[config.mk]
export PLATFORM = sky130hd
export DESIGN_NAME = debugLink
export DESIGN_NICKNAME = d
export VERILOG_FILES = /design/src/debugLinkPkg.sv /design/src/serialDeframer.sv /design/src/msgQueue.sv /design/src/cmdHandler.sv /design/src/serialFramer.sv /design/src/debugLink.sv
export SDC_FILE = /design/constraint.sdc
export NUM_CORES = 1
export LEC_CHECK = 0
export ABC_AREA = 0
export BUFFER_PORTS_ARGS = -buffer_cell sky130_fd_sc_hd__clkbuf_2
export CAP_MARGIN = 20
export CORE_MARGIN = 2
export CORE_UTILIZATION = 60
export DETAILED_ROUTE_END_ITERATION = 7
export PLACE_DENSITY = 0.76
export SLEW_MARGIN = 20
export SYNTH_ARGS = -nofsm -noshare
export SYNTH_HDL_FRONTEND = slang
export SYNTH_SLANG_ARGS = --single-unit
[constraint.sdc]
create_clock -name clk -period 3.7 [get_ports clk]
set_input_delay 0.185 -clock clk [delete_from_list [all_inputs] [get_ports clk]]
set_output_delay 0.185 -clock clk [all_outputs]
set_load 0.005 [all_outputs]
[src/debugLinkPkg.sv]
package debugLinkPkg;

    // ========================================
    // Message format
    // ========================================

    // Payload capacity of a message in bytes
    localparam int MsgMaxPayloadLen = 5;

    // Message types
    localparam logic [7:0] MsgTypeNop = 8'h00;
    localparam logic [7:0] MsgTypeSetLed = 8'h01;

    // Number of led outputs driven by SetLed
    localparam int LedWidth = 4;

    // ========================================
    // Payload views
    // ========================================

    // SetLed command: value in byte 0, rest of the payload ignored
    typedef struct packed {
        logic [MsgMaxPayloadLen-2:0][7:0] unused;
        logic [7:0]                       ledValue;
    } setLedCmd_t;

    // Payload word, written by byte index and decoded per command
    typedef union packed {
        logic [MsgMaxPayloadLen-1:0][7:0] bytes;
        setLedCmd_t                       setLed;
    } msgPayload_t;

endpackage

[src/serialDeframer.sv]
`timescale 1ns/1ps

module serialDeframer
    import debugLinkPkg::*;
#(
    parameter int MaxPayloadLen = MsgMaxPayloadLen
)(
    input  logic        clk,
    input  logic        rst,
    input  logic        serialCs,
    input  logic        serialDi,
    output logic        inValid,
    input  logic        inReady,
    output logic [7:0]  inType,
    output logic [7:0]  inLen,
    output msgPayload_t inPayload
);

    localparam logic [1:0] StateType = 2'd0;
    localparam logic [1:0] StateLen = 2'd1;
    localparam logic [1:0] StatePayload = 2'd2;

    logic [7:0] shiftReg;
    logic       byteDone;
    logic [7:0] rxByte;
    logic [1:0] state;
    logic [7:0] payloadCount;
    logic       payloadWr;

    // Sentinel reaches bit 7 after seven bits and the eighth arrives on serialDi
    assign byteDone = serialCs && shiftReg[7];
    assign rxByte = {shiftReg[6:0], serialDi};
    assign payloadWr = byteDone && (state == StatePayload) &&
                       (payloadCount < MaxPayloadLen);

    // ========================================
    // Bit shifter
    // ========================================
    always_ff @(posedge clk) begin
        if (rst || !serialCs || byteDone) begin
            shiftReg <= 8'h01;
        end else begin
            shiftReg <= {shiftReg[6:0], serialDi};
        end
    end

    // ========================================
    // Message FSM
    // ========================================
    always_ff @(posedge clk) begin
        if (rst || !serialCs) begin
            state <= StateType;
            payloadCount <= 8'd0;
            inValid <= 1'b0;
        end else begin
            inValid <= 1'b0;
            if (byteDone) begin
                case (state)
                    StateType: begin
                        // Nop bytes keep us on the byte boundary
                        if (rxByte != MsgTypeNop) begin
                            state <= StateLen;
                        end
                    end
                    StateLen: begin
                        payloadCount <= 8'd0;
                        if (rxByte == 8'd0) begin
                            inValid <= 1'b1;
                            state <= StateType;
                        end else begin
                            state <= StatePayload;
                        end
                    end
                    default: begin
                        payloadCount <= payloadCount + 8'd1;
                        if (payloadCount + 8'd1 == inLen) begin
                            inValid <= 1'b1;
                            state <= StateType;
                        end
                    end
                endcase
            end
        end
    end

    // Message registers hold until the next message starts
    always_ff @(posedge clk) begin
        if (byteDone && state == StateType && rxByte != MsgTypeNop) begin
            inType <= rxByte;
            inPayload <= '0;
        end
        if (byteDone && state == StateLen) begin
            inLen <= rxByte;
        end
        if (payloadWr) begin
            inPayload.bytes[payloadCount] <= rxByte;
        end
    end

    payloadInRange: assert property (@(posedge clk) disable iff (rst)
        payloadWr |-> payloadCount < MsgMaxPayloadLen);

endmodule

[src/msgQueue.sv]
`timescale 1ns/1ps

module msgQueue
    import debugLinkPkg::*;
#(
    parameter int Depth = 4,
    parameter int MaxPayloadLen = MsgMaxPayloadLen
)(
    input  logic        clk,
    input  logic        rst,
    input  logic        inValid,
    output logic        inReady,
    input  logic [7:0]  inType,
    input  logic [7:0]  inLen,
    input  msgPayload_t inPayload,
    output logic        outValid,
    input  logic        outReady,
    output logic [7:0]  outType,
    output logic [7:0]  outLen,
    output msgPayload_t outPayload
);

    localparam int PtrW = (Depth > 1) ? $clog2(Depth) : 1;
    localparam int CountW = $clog2(Depth + 1);

    // Only the bytes the deframer can fill are stored
    logic [7:0]                    typeMem [Depth];
    logic [7:0]                    lenMem [Depth];
    logic [MaxPayloadLen-1:0][7:0] payloadMem [Depth];

    logic [PtrW-1:0]   wrPtr;
    logic [PtrW-1:0]   rdPtr;
    logic [CountW-1:0] count;
    logic              wrEn;
    logic              rdEn;

    assign inReady = (count != CountW'(Depth));
    assign outValid = (count != '0);
    assign wrEn = inValid && inReady;
    assign rdEn = outValid && outReady;

    // Head entry drives the outputs directly
    assign outType = typeMem[rdPtr];
    assign outLen = lenMem[rdPtr];
    always_comb begin
        outPayload = '0;
        outPayload.bytes[MaxPayloadLen-1:0] = payloadMem[rdPtr];
    end

    always_ff @(posedge clk) begin
        if (wrEn) begin
            typeMem[wrPtr] <= inType;
            lenMem[wrPtr] <= inLen;
            payloadMem[wrPtr] <= inPayload.bytes[MaxPayloadLen-1:0];
        end
    end

    always_ff @(posedge clk) begin
        if (rst) begin
            wrPtr <= '0;
            rdPtr <= '0;
            count <= '0;
        end else begin
            if (wrEn) begin
                wrPtr <= (wrPtr == PtrW'(Depth - 1)) ? '0 : wrPtr + 1'b1;
            end
            if (rdEn) begin
                rdPtr <= (rdPtr == PtrW'(Depth - 1)) ? '0 : rdPtr + 1'b1;
            end
            count <= count + CountW'(wrEn) - CountW'(rdEn);
        end
    end

    // A write while full or a read while empty pulls the pointers away from the count
    noWriteWhenFull: assert property (@(posedge clk) disable iff (rst)
        count == CountW'(Depth) |-> wrPtr == rdPtr);

    noReadWhenEmpty: assert property (@(posedge clk) disable iff (rst)
        count == '0 |-> wrPtr == rdPtr);

endmodule

[src/cmdHandler.sv]
`timescale 1ns/1ps

module cmdHandler
    import debugLinkPkg::*;
(
    input  logic                clk,
    input  logic                rst,
    input  logic                outValid,
    output logic                outReady,
    input  logic [7:0]          outType,
    input  logic [7:0]          outLen,
    input  msgPayload_t         outPayload,
    output logic                txValid,
    input  logic                txReady,
    output logic [7:0]          txByte,
    output logic [LedWidth-1:0] led
);

    localparam logic [1:0] StateIdle = 2'd0;
    localparam logic [1:0] StateType = 2'd1;
    localparam logic [1:0] StateLen = 2'd2;
    localparam logic [1:0] StateData = 2'd3;

    logic [1:0]          state;
    logic [7:0]          replyType;
    logic [7:0]          replyLen;
    logic [7:0]          replyData;
    logic [LedWidth-1:0] ledNext;
    logic                accept;
    logic                isSetLed;

    assign outReady = (state == StateIdle);
    assign accept = outValid && outReady;
    assign isSetLed = (outType == MsgTypeSetLed);

    // Decode through the command view; an empty SetLed leaves led as is
    assign ledNext = (outLen != 8'd0) ? outPayload.setLed.ledValue[LedWidth-1:0] : led;

    // ========================================
    // Reply byte mux
    // ========================================
    assign txValid = (state != StateIdle);
    always_comb begin
        case (state)
            StateType: txByte = replyType;
            StateLen:  txByte = replyLen;
            default:   txByte = replyData;
        endcase
    end

    always_ff @(posedge clk) begin
        if (rst) begin
            state <= StateIdle;
            led <= '0;
        end else begin
            case (state)
                StateIdle: begin
                    if (accept) begin
                        state <= StateType;
                        if (isSetLed) begin
                            led <= ledNext;
                        end
                    end
                end
                StateType: begin
                    if (txReady) state <= StateLen;
                end
                StateLen: begin
                    if (txReady) begin
                        state <= (replyLen != 8'd0) ? StateData : StateIdle;
                    end
                end
                default: begin
                    if (txReady) state <= StateIdle;
                end
            endcase
        end
    end

    // Reply contents, captured with the message
    always_ff @(posedge clk) begin
        if (accept) begin
            replyType <= outType;
            replyLen <= isSetLed ? 8'd1 : 8'd0;
            replyData <= {{(8 - LedWidth){1'b0}}, ledNext};
        end
    end

    txHoldsWhileStalled: assert property (@(posedge clk) disable iff (rst)
        txValid && !txReady |=> txValid && $stable(txByte));

endmodule

[src/serialFramer.sv]
`timescale 1ns/1ps

module serialFramer (
    input  logic       clk,
    input  logic       rst,
    input  logic       serialCs,
    input  logic       txValid,
    output logic       txReady,
    input  logic [7:0] txByte,
    output logic       serialDo
);

    // Data in the top eight bits, sentinel trailing behind it
    logic [8:0] shiftReg;
    logic       boundary;
    logic [7:0] nextByte;

    assign serialDo = shiftReg[8];

    // Sentinel at bit 7 means the last bit of the byte is on the line
    assign boundary = serialCs && (shiftReg[7:0] == 8'h80);
    assign txReady = boundary;

    // Zero idle byte when the handler has nothing to send
    assign nextByte = txValid ? txByte : 8'h00;

    // ========================================
    // Output shifter
    // ========================================
    always_ff @(posedge clk) begin
        if (rst || !serialCs) begin
            // Parked on a boundary so the first byte loads right away
            shiftReg <= 9'h080;
        end else if (boundary) begin
            shiftReg <= {nextByte, 1'b1};
        end else begin
            shiftReg <= {shiftReg[7:0], 1'b0};
        end
    end

endmodule

[src/debugLink.sv]
`timescale 1ns/1ps

module debugLink
    import debugLinkPkg::*;
#(
    parameter int MaxPayloadLen = MsgMaxPayloadLen,
    parameter int FifoDepth = 4
)(
    input  logic                clk,
    input  logic                rst,
    input  logic                serialCs,
    input  logic                serialDi,
    output logic                serialDo,
    output logic [LedWidth-1:0] led
);

    // Deframer to queue
    logic        inValid;
    logic        inReady;
    logic [7:0]  inType;
    logic [7:0]  inLen;
    msgPayload_t inPayload;

    // Queue to handler
    logic        outValid;
    logic        outReady;
    logic [7:0]  outType;
    logic [7:0]  outLen;
    msgPayload_t outPayload;

    // Handler to framer
    logic       txValid;
    logic       txReady;
    logic [7:0] txByte;

    // ========================================
    // Receive path
    // ========================================
    serialDeframer #(
        .MaxPayloadLen(MaxPayloadLen)
    ) serialDeframer_inst (
        .clk(clk),
        .rst(rst),
        .serialCs(serialCs),
        .serialDi(serialDi),
        .inValid(inValid),
        .inReady(inReady),
        .inType(inType),
        .inLen(inLen),
        .inPayload(inPayload)
    );

    msgQueue #(
        .Depth(FifoDepth),
        .MaxPayloadLen(MaxPayloadLen)
    ) msgQueue_inst (
        .clk(clk),
        .rst(rst),
        .inValid(inValid),
        .inReady(inReady),
        .inType(inType),
        .inLen(inLen),
        .inPayload(inPayload),
        .outValid(outValid),
        .outReady(outReady),
        .outType(outType),
        .outLen(outLen),
        .outPayload(outPayload)
    );

    // ========================================
    // Command and reply path
    // ========================================
    cmdHandler cmdHandler_inst (
        .clk(clk),
        .rst(rst),
        .outValid(outValid),
        .outReady(outReady),
        .outType(outType),
        .outLen(outLen),
        .outPayload(outPayload),
        .txValid(txValid),
        .txReady(txReady),
        .txByte(txByte),
        .led(led)
    );

    serialFramer serialFramer_inst (
        .clk(clk),
        .rst(rst),
        .serialCs(serialCs),
        .txValid(txValid),
        .txReady(txReady),
        .txByte(txByte),
        .serialDo(serialDo)
    );

endmodule

Word level (Yosys, flattened, before mapping)
Memories as Yosys holds them, arrays and structs flattened. A register that Yosys moved wholly into a read port is not among the register bits. Cells that the tools add are included.

Memory bits (writable): 224. Bits in registers: 117. Logic and storage cells: 105. Memories kept: 3. Output and inout port bits: 5. Input bits: 4.

Order comparisons: 3. Reductions and logical operators: 28. Mux-type cells: 34. Bitwise operators: 2. Eq/ne operators: 14. Add/subtract/negate cells: 5.

Memory list: msgQueue_inst.payloadMem (words 4, width 40, read ports 1, clocked after Yosys merged registers in 1, wr ports 1, line msgQueue.sv:29) `logic [MaxPayloadLen-1:0][7:0] payloadMem [Depth];`; msgQueue_inst.lenMem (words 4, width 8, read ports 1, clocked after Yosys merged registers in 1, wr ports 1, line msgQueue.sv:28) `logic [7:0] lenMem [Depth];`; msgQueue_inst.typeMem (words 4, width 8, read ports 1, clocked after Yosys merged registers in 1, wr ports 1, line msgQueue.sv:27) `logic [7:0] typeMem [Depth];`.

Operators by type and width (count): $mux 40 (2); $bwmux 40 (1); $mux 2 (16); $pmux 8 s2 (2); $demux 8 s3 (1); $reduce_bool 8->1 (3); $mux 8 (2); $logic_and 1x1->1 (10); $mux 9 (1); $add 8x1->8 const B (1); $eq 2x2->1 const B (4); $eq 8x1->1 const B (1); $eq 8x8->1 (1); $eq 8x8->1 const B (1); $ge 8x1->1 const B (1); $logic_not 8->1 (1); $lt 8x3->1 const B (1); $lt 8x4->1 const B (1); $ne 2x1->1 const B (3); $pmux 2 s3 (1); $reduce_and 3->1 (2); $reduce_bool 3->1 (2); $mux 1 (5); $add 2x1->2 const B (2); 16 further kinds (21).

Logic depth before layout (Yosys ltp)
Depth after elaboration: 6. Depth in mapped cells: 11.

Cells and area by module
From an unflattened synthesis, not the netlist that was laid out.

Cell total of the unflattened synthesis: 724. Area total of the unflattened synthesis: 12603.3 µm².

By module, submodules not included: msgQueue (seq. area each 6906.6 µm², times used 1, area an instance 8565.7 µm², cells each 341); serialDeframer (seq. area each 1661.6 µm², times used 1, area an instance 2806.4 µm², cells each 281); cmdHandler (seq. area each 510.5 µm², times used 1, area an instance 889.6 µm², cells each 72); serialFramer (seq. area each 180.2 µm², times used 1, area an instance 341.6 µm², cells each 30).

Least setup slack after synthesis
Ideal clock, no wire load.

Path kind: reg2reg. Start: reg serialDeframer_inst.shiftReg[7]. End: reg serialDeframer_inst.inPayload[0] (netlist bit). Buffers on the path: 0. Cell stages (with the launch flop): 5. Required time: 3.583 ns. Slack: 0.944 ns. Arrival: 2.639 ns. Cell sequence: dfxtp_1 nand2_1 a2111oi_0 nor2_1 a22o_1.

Cells in the longest elaborated chain, start to end: 6. Elaborated cells on any way between the ends: 8. Classes of those cells: mux (3); reduce/logical (5).

Ends and longest elaborated chain: start, declared (line serialDeframer.sv:23) `logic [7:0] shiftReg;`; start signal, assigned (line serialDeframer.sv:43) `shiftReg <= {shiftReg[6:0], serialDi};`; $logic_and 1x1->1 (*) (line serialDeframer.sv:31) `assign byteDone = serialCs && shiftReg[7];`; $logic_and 1x1->1 (2 in a row) (line serialDeframer.sv:88) `if (byteDone && state == StateType && rxByte != MsgTypeNop) begin`; $mux 40 (line serialDeframer.sv:88); $bwmux 40 (line serialDeframer.sv:96) `inPayload.bytes[payloadCount] <= rxByte;`; $mux 40 (*) (line serialDeframer.sv:95) `if (payloadWr) begin`; end, declared (line serialDeframer.sv:16) `output msgPayload_t inPayload`.

Mark *: on every way between the ends. The rest lies on a longest branch, timed or not. A chain may end at the register's enable or synchronous reset.

Worst setup path in the final report
Start: reg cmdHandler_inst.state[0]. End: reg msgQueue_inst.count[2].

Cells in the longest elaborated chain, start to end: 3.

Ends and longest elaborated chain: start, declared (line cmdHandler.sv:24) `logic [1:0] state;`; start signal, assigned (line cmdHandler.sv:53) `state <= StateIdle;`; start signal, assigned (line cmdHandler.sv:59) `state <= StateType;`; start signal, assigned (line cmdHandler.sv:66) `if (txReady) state <= StateLen;`; $logic_not 2->1 (line cmdHandler.sv:32) `assign outReady = (state == StateIdle);`; $logic_and 1x1->1; via cmdHandler_inst.accept (line cmdHandler.sv:29) `logic accept;`; $sub 3x1->3 (line msgQueue.sv:70) `count <= count + CountW'(wrEn) - CountW'(rdEn);`; end signal, assigned (line msgQueue.sv:70); end, declared (line msgQueue.sv:33) `logic [CountW-1:0] count;`.

The timed path passes the listed nets, and every way through them passes these cells.

==> flow_summary_export.csv <==
group,metric,value,unit
sta,slew_violations,0,
critical_path,arrival,3040,ps
detailed_routing,wl_per_cell,18.7,um
cells_and_area,syn2layout_area_growth,12.9,%
yosys,synth.top_cell.area_share,53.6,%
detailed_routing,drt-total-wl,11100,um
yosys,synth_ff_type,"edfxtp_1",
clock_tree,cts_tree,"yes",
detailed_routing,drc,0,
yosys,yosysSeqAreaShare,69.1,%
cells_and_area,n_fill_cell,678,
clock_tree,cts_resized,0,
critical_path,r2r_end,"msgQueue_inst.count[2]",
yosys,yosys_warnings,0,
cells_and_area,multi_input_comb_area,1770,sq um
sta,clock_skew,6.79,ps
grt,gr-total-overflow,0,
yosys,syn_nets,445,
grt,grt_pass1_wl,18000,um
die,io_pins,9,
clock_tree,clk_path_buf_depth,2,
cells_and_area,postLayoutCoreUtil,70.2,%
critical_path,startpoint_type,"flip-flop",
power,powerDensity,628,nW/um^2
sta,hold_viol_final,0,
clock_tree,numClockSinks,156,
sta,max_slew_margin,31.0,%
grt,grt_antenna_before_repair,0,
clock_tree,holdBufCountCts,1,
cells_and_area,drive_gt1_share,12.2,%
worst_hold_path,hold_depth,3,
clock_tree,path_clk_slew,70,ps
grt,grt_max_degree,21,
die,rows,36,
die,fp.coreArea,9820,sq um
placement,gp_congestion,0.818,
grt,gr-usage-all-layers,22.0,%
worst_hold_path,min_path_type,"input port to flip-flop",
yosys,syn_avg_cell_area,14.3,sq um
critical_path,endpoint_kind,"flip-flop",
critical_path,r2r_slack,1060,ps
sta,tightest_slew,1030,ps
yosys,syn_area,6100,sq um
critical_path,r2r-start,"cmdHandler_inst.state[0]",
worst_hold_path,hold_path_end,"serialDeframer_inst.payloadCount[1]",
critical_path,startpoint,"cmdHandler_inst.state[0]",
sta,finalSetupViolCount,0,
yosys,ys_seq_elements,156,
yosys,ys_types,52,
run_status,outcome,"finished clean",
cells_and_area,ff_latch_area,4210,sq um
sta,fmax,0.378,GHz
critical_path,slowest_delay,380,ps
critical_path,worst-endpoint-required,4100,ps
sta,period_share,71.5,%
power,p_leak,0.00227,uW
critical_path,path_buf_inv,4,
clock_tree,numCtsBuffers,17,
yosys,synth_top_area_cell,"edfxtp_1",
critical_path,critPathMaxFanout,17,
detailed_routing,num_vias,3511,
critical_path,worstSetupPathType,"flip-flop to flip-flop",
yosys,syn_inst,427,
sta,rsz0062_at_grt,"no",
yosys,async_flop_share,0,%
cells_and_area,diodes,0,
sta,fin_setup_tns,0,ps
die,die_y,105,um
clock_tree,cts_root_buf,"clkbuf_8",
clock_tree,clock_latency,530,ps
die,die_area,11000,sq um
worst_hold_path,worstHoldStart,"serialCs",
run,max_cap_violations,0,
detailed_routing,ant_nets,0,
grt,grt_pass1_vias,3472,
placement,dp_hpwl,7070,um
sta,layout_min_cycle_time,2640,ps
power,vdd_ir_drop_max,0.451,mV
die,die_w,105,um
critical_path,ff2ff_path_depth,12,
yosys,ys_top_cells_by_area,"edfxtp_1 54%, dfxtp_1 15%, mux4_1 3.4%",
yosys,synth_edf_count,109,
clock_tree,htree_levels,4,
die,start_util,62.1,%
detailed_routing,avgViaCountPerCell,5.94,
yosys,yosys-top-cells-count,"109 x edfxtp_1, 47 x dfxtp_1, 34 x nor2_1, 27 x nand2_1, 24 x a21oi_1",
critical_path,cp_top_family,"adder cells",
detailed_routing,drtIter0Drc,237,
yosys,yosysMostFrequentCell,"edfxtp_1",
placement,port_buffers,8,
clock_tree,postCtsSetupBuffers,0,
detailed_routing,drt_first_pass_iters,5,
critical_path,crit_chain,"inv_1 > ha_1 > o31ai_1 > inv_1 > buf_4 > ha_1 > inv_1 > ha_1 > fa_1 > xnor2_1 > xnor2_1 > nor2_1",
cells_and_area,nets,463,
critical_path,cpMaxStageDelayCell,"dfxtp_1",
[state kept, by name, indices dropped and copies added, names as in the netlist, 2 cells and up, named ones only]
name                              flops
msgQueue_inst.lenMem                 32
msgQueue_inst.typeMem                32
msgQueue_inst.payloadMem             16
serialFramer_inst.shiftReg            9
cmdHandler_inst.replyType             8
serialDeframer_inst.inLen             8
serialDeframer_inst.inType            8
serialDeframer_inst.payloadCount      8
serialDeframer_inst.shiftReg          8
cmdHandler_inst.led                   4
cmdHandler_inst.replyData             4
serialDeframer_inst.inPayload         4
msgQueue_inst.count                   3
cmdHandler_inst.state                 2
msgQueue_inst.rdPtr                   2
msgQueue_inst.wrPtr                   2
serialDeframer_inst.state             2
[power by group]
| part | total, uW | internal [uW] | switching, uW |
|---|---|---|---|
| Sequential | 2100 | 2000 | 102 |
| Clock | 1720 | 998 | 723 |
| Combinational | 513 | 234 | 279 |
| Total | 4330 | 3230 | 1100 |
[placed cells by master, fill, tap and decap left out, drive strengths merged, types with 3 or more instances in the layout]
cell	instances
nor2	34
clkinv	3
nor3b	3
mux4	14
mux2i	3
and2	10
xnor2	4
ha	13
inv	25
edfxtp	109
a31oi	4
nor4	18
xor2	6
a22o	4
buf	3
nor4b	3
nand4	3
nand2	27
nand3	13
and3	11
dfxtp	47
clkbuf	27
a21oi	24
nor3	7
o21ai	17
nor2b	3
[cell families after synthesis]
group	after synthesis	share of synthesized area, %
adders and majority gates	14	2.99
buffers and inverters	30	1.99
xor gates and xnor gates	10	1.44
and+or+nand+nor	141	12.6
muxes	17	6.19
DFF	156	69.1
AOI/OAI and AO/OA	59	5.70
[metal layers]
metal | track usage, % | part of all wire [%] | vias to the layer above
met5 | 0 | 0 | -
met4 | 9.71 | 2.3 | 0
met3 | 6.11 | 4.4 | 29
met2 | 35.0 | 51 | 108
met1 | 28.4 | 42 | 1715
li1 | - | - | 1659
[worst max-delay path by stage]
stage	end	slack, ps	cells past startpoint
final	msgQueue_inst.count[2]	1060	12
after global routing	msgQueue_inst.count[2]	900	12
after CTS	msgQueue_inst.count[2]	1040	12
after detailed placement	msgQueue_inst.count[2]	1060	12
after global placement	msgQueue_inst.count[2]	1180	12
after floorplan	serialDeframer_inst.inPayload[0]	940	4
[worst register-to-register path: cells and delay by family, from the launching register on]
| family | cells | cell delay, ps |
|---|---|---|
| xor gates and xnor gates | 2 | 330 |
| DFF | 1 | 380 |
| adders and majority gates | 4 | 1130 |
| and+or+nand+nor | 1 | 60 |
| AOI/OAI and AO/OA | 1 | 180 |
| buffers and inverters | 4 | 440 |
[layout make-up]
type / instances / share of cell area (%)
tap: 133 / 2.41
multi-input combinational: 241 / 25.7
clock buffer: 19 / 6.74
clock inverter: 13 / 2.00
inverter: 17 / 0.926
timing repair buffer: 12 / 1.05
sequential: 156 / 61.1
[through the flow]
step | cell area (sq um) | cells | hold slack [ps] | setup slack, ps | total power [uW]
after global placement | 6280 | 558 | 441 | 1180 | 2630
after floorplan | 6100 | 427 | 257 | 944 | 2530
final | 6890 | 591 | 77.9 | 1060 | 4330
after global routing | 6890 | 591 | 99.7 | 902 | 4500
after detailed placement | 6280 | 558 | 452 | 1060 | 2650
after CTS | 6890 | 591 | 39.6 | 1040 | 4370
Power figures use the tool's default switching activity.
